`src/sound_meter_config.svh`:
```
// Sound meter build constants: clock, SPI framing, decay and scan timing, bus widths
`ifndef SOUND_METER_CONFIG_SVH
`define SOUND_METER_CONFIG_SVH

//--------------------------------------------------
// Clock and timing

`define SM_CLK_MHZ        25    // System clock, 40 ns period
`define SM_SCK_DIV        2     // System clocks per half period of sck
`define SM_FRAME_GAP      8     // Clocks with cs high between frames
`define SM_DECAY_CYCLES   4096  // Clocks between peak halvings
`define SM_SCAN_CYCLES    16    // Clocks each digit stays lit

//--------------------------------------------------
// Widths

`define SM_W_FRAME        16    // Bits per MIC3 SPI word
`define SM_W_SAMPLE       12    // ADC bits, the low end of the word
`define SM_W_KEY          4
`define SM_W_LED          8
`define SM_W_DIGIT        4

// The first four bits of each word carry no data
`define SM_W_LEAD         (`SM_W_FRAME - `SM_W_SAMPLE)

`endif

```
`src/sound_meter_pkg.sv`:
```
// Sound meter types: microphone sample, segment pattern and display drive
`include "sound_meter_config.svh"

package sound_meter_pkg;

    //--------------------------------------------------
    // Microphone side

    typedef struct packed {
        logic [`SM_W_SAMPLE - 1:0] value;  // Offset binary, midscale is silence
        logic                      valid;  // One-cycle strobe
    } mic_sample_t;

    //--------------------------------------------------
    // Display side

    // Segment order a..g then the decimal point,
    // bit 7 is segment a, active high inside the design
    typedef logic [7:0] segment_t;

    typedef struct packed {
        segment_t                  abcdefgh;  // Pattern for the selected digit
        logic [`SM_W_DIGIT - 1:0]  digit;     // One-hot, digit 0 at bit 0
    } display_drive_t;

endpackage

```
`src/board_specific_top.sv`:
```
// Board wrapper: pin polarity, MIC3 power pins, SPI receiver, peak meter and display
`timescale 1ns/100ps
`include "sound_meter_config.svh"

module board_specific_top (
    input  logic                      clk,
    input  logic                      arst_n,

    input  logic [`SM_W_KEY - 1:0]    key,      // Active low
    output logic [`SM_W_LED - 1:0]    led,      // Active low

    output logic [7:0]                seg,      // Active low, abcdefgh
    output logic [`SM_W_DIGIT - 1:0]  dig,      // Active low

    output logic                      mic_cs,
    output logic                      mic_sck,
    input  logic                      mic_sdo,
    output logic                      mic_gnd,
    output logic                      mic_vcc
);

    //--------------------------------------------------
    // Internal, all active high

    sound_meter_pkg::mic_sample_t    sample;
    sound_meter_pkg::display_drive_t drive;

    logic                      clear;
    logic [`SM_W_SAMPLE - 1:0] peak;
    logic [`SM_W_LED - 1:0]    led_bar;

    assign clear = ~ key [0];                     // Only key 0 is used

    //--------------------------------------------------
    // Blocks

    mic3_spi_receiver i_microphone (
        .clk    ( clk     ),
        .arst_n ( arst_n  ),
        .sdo    ( mic_sdo ),
        .cs     ( mic_cs  ),
        .sck    ( mic_sck ),
        .sample ( sample  )
    );

    peak_level_meter i_meter (
        .clk     ( clk     ),
        .arst_n  ( arst_n  ),
        .sample  ( sample  ),
        .clear   ( clear   ),
        .peak    ( peak    ),
        .led_bar ( led_bar )
    );

    seven_segment_display i_display (
        .clk    ( clk    ),
        .arst_n ( arst_n ),
        .peak   ( peak   ),
        .drive  ( drive  )
    );

    //--------------------------------------------------
    // Pins

    assign led = ~ led_bar;
    assign seg = ~ drive.abcdefgh;
    assign dig = ~ drive.digit;

    assign mic_gnd = 1'b0;                        // PMOD powered from the pins
    assign mic_vcc = 1'b1;

endmodule

```
`src/mic3_spi_receiver.sv`:
```
// SPI master for the PMOD MIC3: cs and sck framing, word capture and the sample strobe
`timescale 1ns/100ps
`include "sound_meter_config.svh"

module mic3_spi_receiver (
    input  logic                         clk,
    input  logic                         arst_n,
    input  logic                         sdo,
    output logic                         cs,
    output logic                         sck,
    output sound_meter_pkg::mic_sample_t sample
);

    localparam int W_CNT  = $clog2(`SM_FRAME_GAP + `SM_SCK_DIV);
    localparam int W_HALF = $clog2(2 * `SM_W_FRAME);

    localparam logic [W_CNT - 1:0]  GAP_LAST  = W_CNT'(`SM_FRAME_GAP - 1);
    localparam logic [W_CNT - 1:0]  DIV_LAST  = W_CNT'(`SM_SCK_DIV - 1);
    localparam logic [W_HALF - 1:0] HALF_LAST = W_HALF'(2 * `SM_W_FRAME - 1);
    localparam logic [W_HALF - 1:0] RISE_LAST = W_HALF'(2 * `SM_W_FRAME - 2);

    logic [W_CNT - 1:0]        cnt;        // Gap length or sck half period
    logic [W_HALF - 1:0]       half;       // Half period index inside the frame
    logic                      half_end;
    logic                      last_rise;  // The 16th rising sck edge just happened
    logic [`SM_W_FRAME - 1:0]  shift_reg;
    logic [`SM_W_SAMPLE - 1:0] value_q;
    logic                      valid_q;

    assign half_end = !cs && cnt == DIV_LAST;

    //--------------------------------------------------
    // Frame sequencer
    //
    // cs high for the gap, then 32 half periods of sck starting low.
    // sck rises at the end of every even half period.

    always_ff @(posedge clk or negedge arst_n) begin
        if (!arst_n) begin
            cs        <= 1'b1;
            sck       <= 1'b0;
            cnt       <= '0;
            half      <= '0;
            last_rise <= 1'b0;
        end else begin
            last_rise <= half_end && half == RISE_LAST;

            if (cs) begin
                if (cnt == GAP_LAST) begin
                    cnt <= '0;
                    cs  <= 1'b0;                       // Start of frame
                end else begin
                    cnt <= cnt + 1'b1;
                end
            end else if (half_end) begin
                cnt <= '0;

                if (half == HALF_LAST) begin
                    half <= '0;
                    cs   <= 1'b1;                      // End of frame, sck back low
                    sck  <= 1'b0;
                end else begin
                    half <= half + 1'b1;
                    sck  <= ~ sck;
                end
            end else begin
                cnt <= cnt + 1'b1;
            end
        end
    end

    //--------------------------------------------------
    // Capture, MSB first

    always_ff @(posedge clk) begin
        if (half_end && !sck)                          // Rising sck edge
            shift_reg <= { shift_reg [`SM_W_FRAME - 2:0], sdo };
    end

    always_ff @(posedge clk) begin
        if (last_rise)
            value_q <= shift_reg [`SM_W_SAMPLE - 1:0];  // Lead bits drop out here
    end

    always_ff @(posedge clk or negedge arst_n) begin
        if (!arst_n)
            valid_q <= 1'b0;
        else
            valid_q <= last_rise;                      // One clock after the last rise
    end

    assign sample = '{ value: value_q, valid: valid_q };

endmodule

```
`src/peak_level_meter.sv`:
```
// Peak meter: sample magnitude, peak hold, timed decay, clear and the LED bar
`timescale 1ns/100ps
`include "sound_meter_config.svh"

module peak_level_meter (
    input  logic                         clk,
    input  logic                         arst_n,
    input  sound_meter_pkg::mic_sample_t sample,
    input  logic                         clear,
    output logic [`SM_W_SAMPLE - 1:0]    peak,
    output logic [`SM_W_LED - 1:0]       led_bar
);

    localparam int W       = `SM_W_SAMPLE;
    localparam int W_DECAY = $clog2(`SM_DECAY_CYCLES);
    localparam int LED_LOG = 4;                        // LED 0 lights at 16

    localparam logic [W - 1:0]       MIDSCALE   = W'(1) << (W - 1);
    localparam logic [W - 1:0]       MAX_MAG    = MIDSCALE - 1'b1;
    localparam logic [W_DECAY - 1:0] DECAY_LAST = W_DECAY'(`SM_DECAY_CYCLES - 1);

    logic [W - 1:0]       magnitude;
    logic [W - 1:0]       peak_next;
    logic [W_DECAY - 1:0] decay_cnt;
    logic                 decay_tick;

    //--------------------------------------------------
    // Distance from midscale

    always_comb begin
        if (sample.value >= MIDSCALE)
            magnitude = sample.value - MIDSCALE;
        else if (sample.value == '0)
            magnitude = MAX_MAG;                       // 2048 below midscale saturates
        else
            magnitude = MIDSCALE - sample.value;
    end

    //--------------------------------------------------
    // Decay timer

    assign decay_tick = decay_cnt == DECAY_LAST;

    always_ff @(posedge clk or negedge arst_n) begin
        if (!arst_n)
            decay_cnt <= '0;
        else if (decay_tick)
            decay_cnt <= '0;
        else
            decay_cnt <= decay_cnt + 1'b1;
    end

    //--------------------------------------------------
    // Peak hold

    // A tick and a sample in the same cycle both count, clear overrides all
    always_comb begin
        peak_next = decay_tick ? peak >> 1 : peak;

        if (sample.valid && magnitude > peak_next)
            peak_next = magnitude;

        if (clear)
            peak_next = '0;
    end

    always_ff @(posedge clk or negedge arst_n) begin
        if (!arst_n)
            peak <= '0;
        else
            peak <= peak_next;
    end

    //--------------------------------------------------
    // Thermometer bar, LED i at 2 ** (i + 4)

    always_comb begin
        for (int i = 0; i < `SM_W_LED; i++)
            led_bar [i] = int'(peak) >= (1 << (i + LED_LOG));
    end

endmodule

```
`src/seven_segment_display.sv`:
```
// Four-digit multiplexed display of the peak level in hex, with the segment decoder
`timescale 1ns/100ps
`include "sound_meter_config.svh"

module seven_segment_display (
    input  logic                            clk,
    input  logic                            arst_n,
    input  logic [`SM_W_SAMPLE - 1:0]       peak,
    output sound_meter_pkg::display_drive_t drive
);

    localparam int W_SCAN = $clog2(`SM_SCAN_CYCLES);

    localparam logic [W_SCAN - 1:0] SCAN_LAST = W_SCAN'(`SM_SCAN_CYCLES - 1);

    logic [W_SCAN - 1:0]       scan_cnt;
    logic [`SM_W_DIGIT - 1:0]  digit_sel;
    logic [3:0]                nibble;
    logic                      blank;
    sound_meter_pkg::segment_t pattern;

    //--------------------------------------------------
    // Hex decoder, abcdefgh with the point always off

    function automatic sound_meter_pkg::segment_t hex_to_segments (input logic [3:0] hex);
        case (hex)
            4'h0: hex_to_segments = 8'b1111_1100;
            4'h1: hex_to_segments = 8'b0110_0000;
            4'h2: hex_to_segments = 8'b1101_1010;
            4'h3: hex_to_segments = 8'b1111_0010;
            4'h4: hex_to_segments = 8'b0110_0110;
            4'h5: hex_to_segments = 8'b1011_0110;
            4'h6: hex_to_segments = 8'b1011_1110;
            4'h7: hex_to_segments = 8'b1110_0000;
            4'h8: hex_to_segments = 8'b1111_1110;
            4'h9: hex_to_segments = 8'b1111_0110;
            4'ha: hex_to_segments = 8'b1110_1110;
            4'hb: hex_to_segments = 8'b0011_1110;  // Lower case b
            4'hc: hex_to_segments = 8'b1001_1100;
            4'hd: hex_to_segments = 8'b0111_1010;  // Lower case d
            4'he: hex_to_segments = 8'b1001_1110;
            default: hex_to_segments = 8'b1000_1110;
        endcase
    endfunction

    //--------------------------------------------------
    // Digit scan

    always_ff @(posedge clk or negedge arst_n) begin
        if (!arst_n) begin
            scan_cnt  <= '0;
            digit_sel <= `SM_W_DIGIT'(1);              // Digit 0 first
        end else if (scan_cnt == SCAN_LAST) begin
            scan_cnt  <= '0;
            digit_sel <= { digit_sel [`SM_W_DIGIT - 2:0], digit_sel [`SM_W_DIGIT - 1] };
        end else begin
            scan_cnt  <= scan_cnt + 1'b1;
        end
    end

    always_comb begin
        nibble = '0;
        blank  = 1'b1;                                 // Top digit stays dark

        if (digit_sel [0]) begin
            nibble = peak [3:0];
            blank  = 1'b0;
        end else if (digit_sel [1]) begin
            nibble = peak [7:4];
            blank  = 1'b0;
        end else if (digit_sel [2]) begin
            nibble = peak [11:8];
            blank  = 1'b0;
        end
    end

    assign pattern = blank ? '0 : hex_to_segments (nibble);

    assign drive = '{ abcdefgh: pattern, digit: digit_sel };

endmodule

```
`config.mk`:
```
export PLATFORM = sky130hd
export DESIGN_NAME = board_specific_top
export DESIGN_NICKNAME = d
export VERILOG_FILES = /design/src/sound_meter_pkg.sv /design/src/board_specific_top.sv /design/src/mic3_spi_receiver.sv /design/src/peak_level_meter.sv /design/src/seven_segment_display.sv
export VERILOG_INCLUDE_DIRS = /design/src
export SDC_FILE = /design/constraint.sdc
export NUM_CORES = 1
export LEC_CHECK = 0
export ABC_AREA = 1
export ABC_CLOCK_PERIOD_IN_PS = 2400
export BUFFER_PORTS_ARGS = -buffer_cell sky130_fd_sc_hd__buf_2
export CAP_MARGIN = 10
export CORE_MARGIN = 3
export CORE_UTILIZATION = 55
export DETAILED_ROUTE_END_ITERATION = 12
export GPL_TIMING_DRIVEN = 0
export PLACE_DENSITY_LB_ADDON = 0.12
export SYNTH_ARGS = -nofsm -noshare
export SYNTH_HDL_FRONTEND = slang
export SYNTH_HIERARCHICAL = 1
export SYNTH_SLANG_ARGS = --single-unit
```
`constraint.sdc`:
```
create_clock -name clk -period 2.4 [get_ports clk]
set_input_delay 0.48 -clock clk [delete_from_list [all_inputs] [get_ports clk]]
set_output_delay 0.48 -clock clk [all_outputs]
set_load 0.01 [all_outputs]
```
==> Yosys cells after proc, flatten, opt, wreduce, memory -nomap -nowiden <==
Memory sizes are Yosys's and may differ from the RTL's.
Index checks and enable logic that the tools add are counted.
{ "totals": {"reg_bits": 69, "rom_bits": 112, "input_bits": 7, "out_inout_bits": 24, "wordCells": 71, "memories": 1} }
{ "mem_list": {"columns": ["memory", "depth", "width", "read_ports", "rd_clocked_by_memory_dff", "wr", "line", "rtl"], "rows": [
  ["(name not given)", 16, 7, 1, 0, 0, "seven_segment_display.sv:26", "case (hex)"]
]} }
{ "op_classes": {"n_addsub": 6, "magnitude_cmp": 10, "eq_ne": 6, "muxes": 23, "bitwise": 5, "n_reduce_logical": 8} }
{ "ops": {"columns": ["op", "n"], "rows": [
  ["two-way mux 12 bit", 6],
  ["two-way mux 4 bit", 7],
  ["greater-or-equal comparator 12 bit (second input constant)", 2],
  ["inverter 8 bit", 2],
  ["adder 12 x 1 -> 12 bit (second input constant)", 1],
  ["== test 12 bit (second input constant)", 1],
  ["greater-or-equal comparator 12 x 10 -> 1 bit (second input constant)", 1],
  ["greater-or-equal comparator 12 x 11 -> 1 bit (second input constant)", 1],
  ["greater-or-equal comparator 12 x 5 -> 1 bit (second input constant)", 1],
  ["greater-or-equal comparator 12 x 6 -> 1 bit (second input constant)", 1],
  ["greater-or-equal comparator 12 x 7 -> 1 bit (second input constant)", 1],
  ["greater-or-equal comparator 12 x 8 -> 1 bit (second input constant)", 1],
  ["greater-or-equal comparator 12 x 9 -> 1 bit (second input constant)", 1],
  ["> comparator 12 bit", 1],
  ["logical NOT 12 bit", 1],
  ["subtractor 12 bit (first input constant)", 1],
  ["subtractor 12 bit (second input constant)", 1],
  ["== test 5 bit (second input constant)", 2],
  ["adder 4 x 1 -> 4 bit (second input constant)", 2],
  ["two-way mux 1 bit", 8],
  ["two-way mux 8 bit", 1],
  ["adder 5 x 1 -> 5 bit (second input constant)", 1],
  ["two-way mux 5 bit", 1],
  ["== test 4 x 1 -> 1 bit (second input constant)", 1],
  ["other kinds (7)", 12]
]} }

==> Logic depth before layout (Yosys ltp) <==
{ "depth": {"ltp_word": 7, "ltp_mapped": 22, "depth_no_buf": 20} }

==> By module <==
The synthesis kept the hierarchy.
{ "modules_own_cells": {"columns": ["module", "n_inst", "cells_per_inst", "area_each_um2", "seq_area_each_um2"], "rows": [
  ["peak_level_meter", 1, 297, 2019.4, 600.6],
  ["mic3_spi_receiver", 1, 93, 1378.8, 1047.3],
  ["seven_segment_display", 1, 102, 720.7, 201.4],
  ["board_specific_top", 1, 25, 101.3, 0.0]
]} }

==> Least setup slack after synthesis <==
No wires, ideal clock.
{ "synth_timing": {"path_type": "register to register", "from": "register i_meter.decay_cnt[0]", "to": "register i_meter.peak[5]", "setup_ns": 0.118, "arrival_time_ns": 2.353, "required_ns": 2.282, "slack_ns": -0.071, "stages_incl_launch_ff": 22, "path_buffers": 2, "period_less_slack_ns": 2.471, "path_cell_list": "dfrtp_1 ha_1 nand2_2 nor2_4 nand2_2 clkinv_2 nand2_4 buf_6 nand2_1 ha_1 nand2_1 inv_2 nand2_1 nor2_1 nand2_1 nand2_1 inv_2 nand2_1 buf_2 nand2_1 nand2_1 nor2_2"} }
{ "synth_between": {"elab_chain_len": 6} }
{ "synth_rtl": {"columns": ["element", "line", "rtl"], "rows": [
  ["start, declared", "peak_level_meter.sv:24", "logic [W_DECAY - 1:0] decay_cnt;"],
  ["start signal, assigned", "peak_level_meter.sv:50", "decay_cnt <= decay_cnt + 1'b1;"],
  ["== test 12 bit *", "peak_level_meter.sv:42", "assign decay_tick = decay_cnt == DECAY_LAST;"],
  ["two-way mux 12 bit *", "peak_level_meter.sv:58", "peak_next = decay_tick ? peak >> 1 : peak;"],
  ["> comparator 12 bit", "peak_level_meter.sv:60", "if (sample.valid && magnitude > peak_next)"],
  ["logical AND 1 bit", "peak_level_meter.sv:60", null],
  ["two-way mux 12 bit *", "peak_level_meter.sv:60", null],
  ["two-way mux 12 bit *", "peak_level_meter.sv:63", "if (clear)"],
  ["via i_meter.peak_next[5]", "peak_level_meter.sv:23", "logic [W - 1:0] peak_next;"],
  ["end signal, assigned", "peak_level_meter.sv:71", "peak <= peak_next;"],
  ["end, declared", "peak_level_meter.sv:10", "output logic [`SM_W_SAMPLE - 1:0] peak,"]
]} }
Mark *: on every way through the listed nets, which the timed path passes. The rest lies on a longest branch.
A chain may end at the register's enable or synchronous reset.

==> Worst setup path in the final report <==
{ "layout_timing": {"from": "register i_meter.decay_cnt[1]", "to": "register i_meter.peak[3]"} }
Same word-level chain as after synthesis.

==> metrics.md <==
| Metric | Value |
|---|---|
| Failing checks | setup timing |
| Initial core utilization | 57.6% |
| Hold WS | a little over 0.3 ns |
| Sequential Area | 0.00185 mm^2 |
| Final Skew | 0.0108 ns |
| Vias in the first global route | 3274 |
| Tot GR Track Use | 20.4% |
| CP cell instances | ha_2 -> nand2_2 -> nor2_4 -> nand2_4 -> clkinv_4 -> nand2_8 -> buf_12 -> nand2_2 -> o21ai_4 -> ha_4 -> nand4_1 -> nor2_4 -> nand2_1 -> nand2_1 -> inv_2 -> nand2_8 -> buf_6 -> nand2_2 -> nand2_2 -> nor2_2 |
| Warning count from the yosys run | 6 |
| Total CTS buffers | 9 |
| Antenna-violating nets left | 0 |
| Main combinational cell family by area after synthesis | simple AND/OR/NAND/NOR gates |
| H-tree depth | 3 |
| TritonRoute pass-1 iters | 5 |
| Core area | 0.00733 mm^2 |
| Number of synthesized flops with an enable pin | 24 |
| Ant. Diodes | 0 |
| Nets | roughly 600 |
| Max Cap Viol | 0 |
| Final setup fails | 19 |
| Slowest CP cell | dfrtp_1 |
| # hold bufs at CTS | 0 |
| Synth top area share | 25.5% |
| Placed cells | 640 |
| Clock slew at reported path FFs | roughly 0.080 ns |
| Total power | 2.26 mW |
| Worst Path Arrival | ~2.8 ns |
| Drt initial violations | around 150 |
| Post-DP HPWL | 5.65 mm |
| Actual slew at the worst max-slew pin | 0.991 ns |
| Syn_area_per_cell | just over 8 um^2 |
| Slowest stage delay, CP | 0.37 ns |
| Cell repeated most along the worst path | nand2_2 |
| Area Overhead vs Synth | 33.0% |
| Die Y | 93.6 um |
| Filler cell count | 453 |
| Number of clock sinks | 69 |
| Antenna violations before repair | 0 |
| IO Pins | 31 |
| Post-Synth XOR/XNOR Area | 1.87% |
| Port bufs | 24 |
| Drt drc | 0 |
| Commonest register cell after synthesis | dfrtp_1 |
| Synth cell types | 44 |
| Area contributors post-synth | dfrtp_1 25%, edfxtp_1 17%, nand2_1 11%, ha_1 7.7%, inv_1 7.1% |
| Area after DPL | 0.00448 mm^2 |
| WL/cell | 14.3 um |
| CTS tree | done |
| Max Slew Vio Count | 0 |
| VDD IR max | 0.000407 V |
| Seq/Total Area, Yosys | 43.8% |
| Most frequent cells in the layout | 86 x nand2_1, 74 x inv_1, 41 x nand2_2, 41 x dfrtp_1, 38 x nor2_1 |
| Commonest non-fill, non-tap cell in the layout | nand2_1 |
| Layout cells sized above 1 | 40.0% |
| Crit start category | flip-flop |
| Mapped Area | 0.00422 mm^2 |
| Compound-cell area share of the yosys netlist | 7.47% |
| RSZ-0062 raised after global routing | yes |
| Final Hold Viols | 0 |
| Post-Layout Cell Count | 684 |
| Async S/R FF share, synth | between 60% and 70% |
| Vias per Instance | between 5 and 6 |
| Post-Synth Simple-Gate Area | 28.1% |
| Largest net degree at the start of global routing | 46 |
| Die Span X | 93.6 um |
| CTS root buf | clkbuf_8 |
| Syn Inst Count | 517 |
| Clk_lat worst skew | roughly 0.34 ns |
| First-pass GRT wire length | 14.1 mm |
| Leading area contributor after synthesis | dfrtp_1 |
| Status | complete, but fails checks |
| Max_slew headroom | 33.9% |
| Grt total ovfl | 0 |
| Min cycle time layout | approximately 2.6 ns |
| Post-layout instance area | 0.00561 mm^2 |
| Post-synthesis adder-cell area fraction | between 7 and 8% |
| Mapped Nets | 550 |
| Lkg Pwr | ~2.7 nW |
| Post-Route WL | 9.79 mm |
| CTS Buffer Depth | 2 |
| Mux contribution to synthesized area | less than 1% |
| Period utilization | 109% |
| Cell row count | 31 |
| GPL Wtd Cong | 0.823 |
| Multi-input gate area | ~0.0025 mm^2 |
| CP Capture Type | flip-flop |
| Crit path kind | flip-flop to flip-flop |
| Via Count | 3541 |
| FF+latch count, synth | between 60 and 70 |
| Fmax | 384 MHz |
| Final setup margin | -0.207 ns |
| Max FO, Critical Path | 6 |
| HP Class | input port to async pin |
| Power Density | about 400 mW/mm^2 |
| CP required | 2.64 ns |
| Die area | 0.00876 mm^2 |
## synth_stat cells, types with 2 or more instances
library cell,count
nand2_1,123
inv_1,80
nor2_1,52
dfrtp_1,43
nand3_1,33
ha_1,26
edfxtp_1,24
nand2_2,15
nor2_2,15
o21ai_2,15
a21oi_1,14
o21ai_0,12
inv_2,8
xor2_1,6
buf_2,4
buf_4,4
buf_6,3
conb_1,3
nand3b_1,3
nor3_1,3
xnor2_1,3
dfstp_2,2
nand2_4,2
nand3_2,2
nand4_1,2
o21ai_1,2
## per-stage QoR
stage                     TNS (ns)  setup WS [ns]  utilization [%]
after global placement       -4.02         -0.360             61.1
after CTS                    -1.94         -0.134             69.9
after global routing         -4.95         -0.330             76.6
after floorplan                  0         0.0127                -
final                        -2.84         -0.207             76.6
after detailed placement     -3.97         -0.359             61.1
## layout make-up
type	instances	area share (%)
multi-input cells	346	45.2
flip-flops and latches	69	33.0
repair buffers	52	7.09
inverters	90	6.38
plain buffers	12	2.32
clock buffers	9	2.21
well taps	99	2.21
clock inverters	7	1.58
## worst paths after layout
path	end	slack [ns]	cells past startpoint	from
max	i_meter/peak[3]$_DFF_PN0_	-0.21	20	i_meter/decay_cnt[1]$_DFF_PN0_
min	i_display/scan_cnt[2]$_DFF_PN0_	0.31	1	arst_n
max reg2reg	i_meter/peak[3]$_DFF_PN0_	-0.21	20	i_meter/decay_cnt[1]$_DFF_PN0_
min reg2reg	i_microphone/value_q[11]$_DFFE_PP_	0.42	0	i_microphone/shift_reg[11]$_DFFE_PP_
max in group asynchronous	i_display/digit_sel[2]$_DFFE_PN0N_	1.42	1	arst_n
min in group clk	i_microphone/shift_reg[0]$_DFFE_PP_	0.32	1	mic_sdo
## timing repair
item | 4_1_cts | 5_1_grt
gates cloned | 2 | 1
endpoints found under the setup margin | 19 | 19
resized for setup | 60 | 88
buffers inserted | 16 | 9
pin swaps | 14 | 32
## critical path: cells and delay by family, from the launching register on
kind | cells | cell delay, ns
AND/OR/NAND/NOR | 13 | 1.11
flip-flops | 1 | 0.37
AO/OA/AOI/OAI | 1 | 0.08
buffers and inverters | 4 | 0.46
adder cells (fa/ha/maj) | 2 | 0.47
## power breakdown
| group | leakage (nW) | switching, mW | total (mW) | internal, mW |
|---|---|---|---|---|
| sequential | 0.821 | 0 | 1.21 | 1.21 |
| clock | 0.106 | 0.436 | 1.02 | 0.580 |
| combinational | 1.72 | 0.0228 | 0.0288 | 0.00598 |
## logic make-up (layout without fill, tap and decap cells)
family,count (synthesis),count (layout)
flip-flops,69,69
other,3,3
adder cells (fa/ha/maj),26,26
AO/OA/AOI/OAI,48,48
XOR/XNOR,9,9
multiplexers,2,2
buffers and inverters,102,170
AND/OR/NAND/NOR,258,258
## layer usage
layer / share of wire, % / up-vias / wire [um] / global-route usage (%)
met5: 0 / - / 0 / 0
met4: 2.0 / 0 / 200 / 9.99
met3: 4.0 / 22 / 390 / 3.06
met2: 52 / 114 / 5120 / 36.6
met1: 42 / 1672 / 4070 / 23.7
li1: - / 1733 / - / -
(Power assumes the default switching activity.)
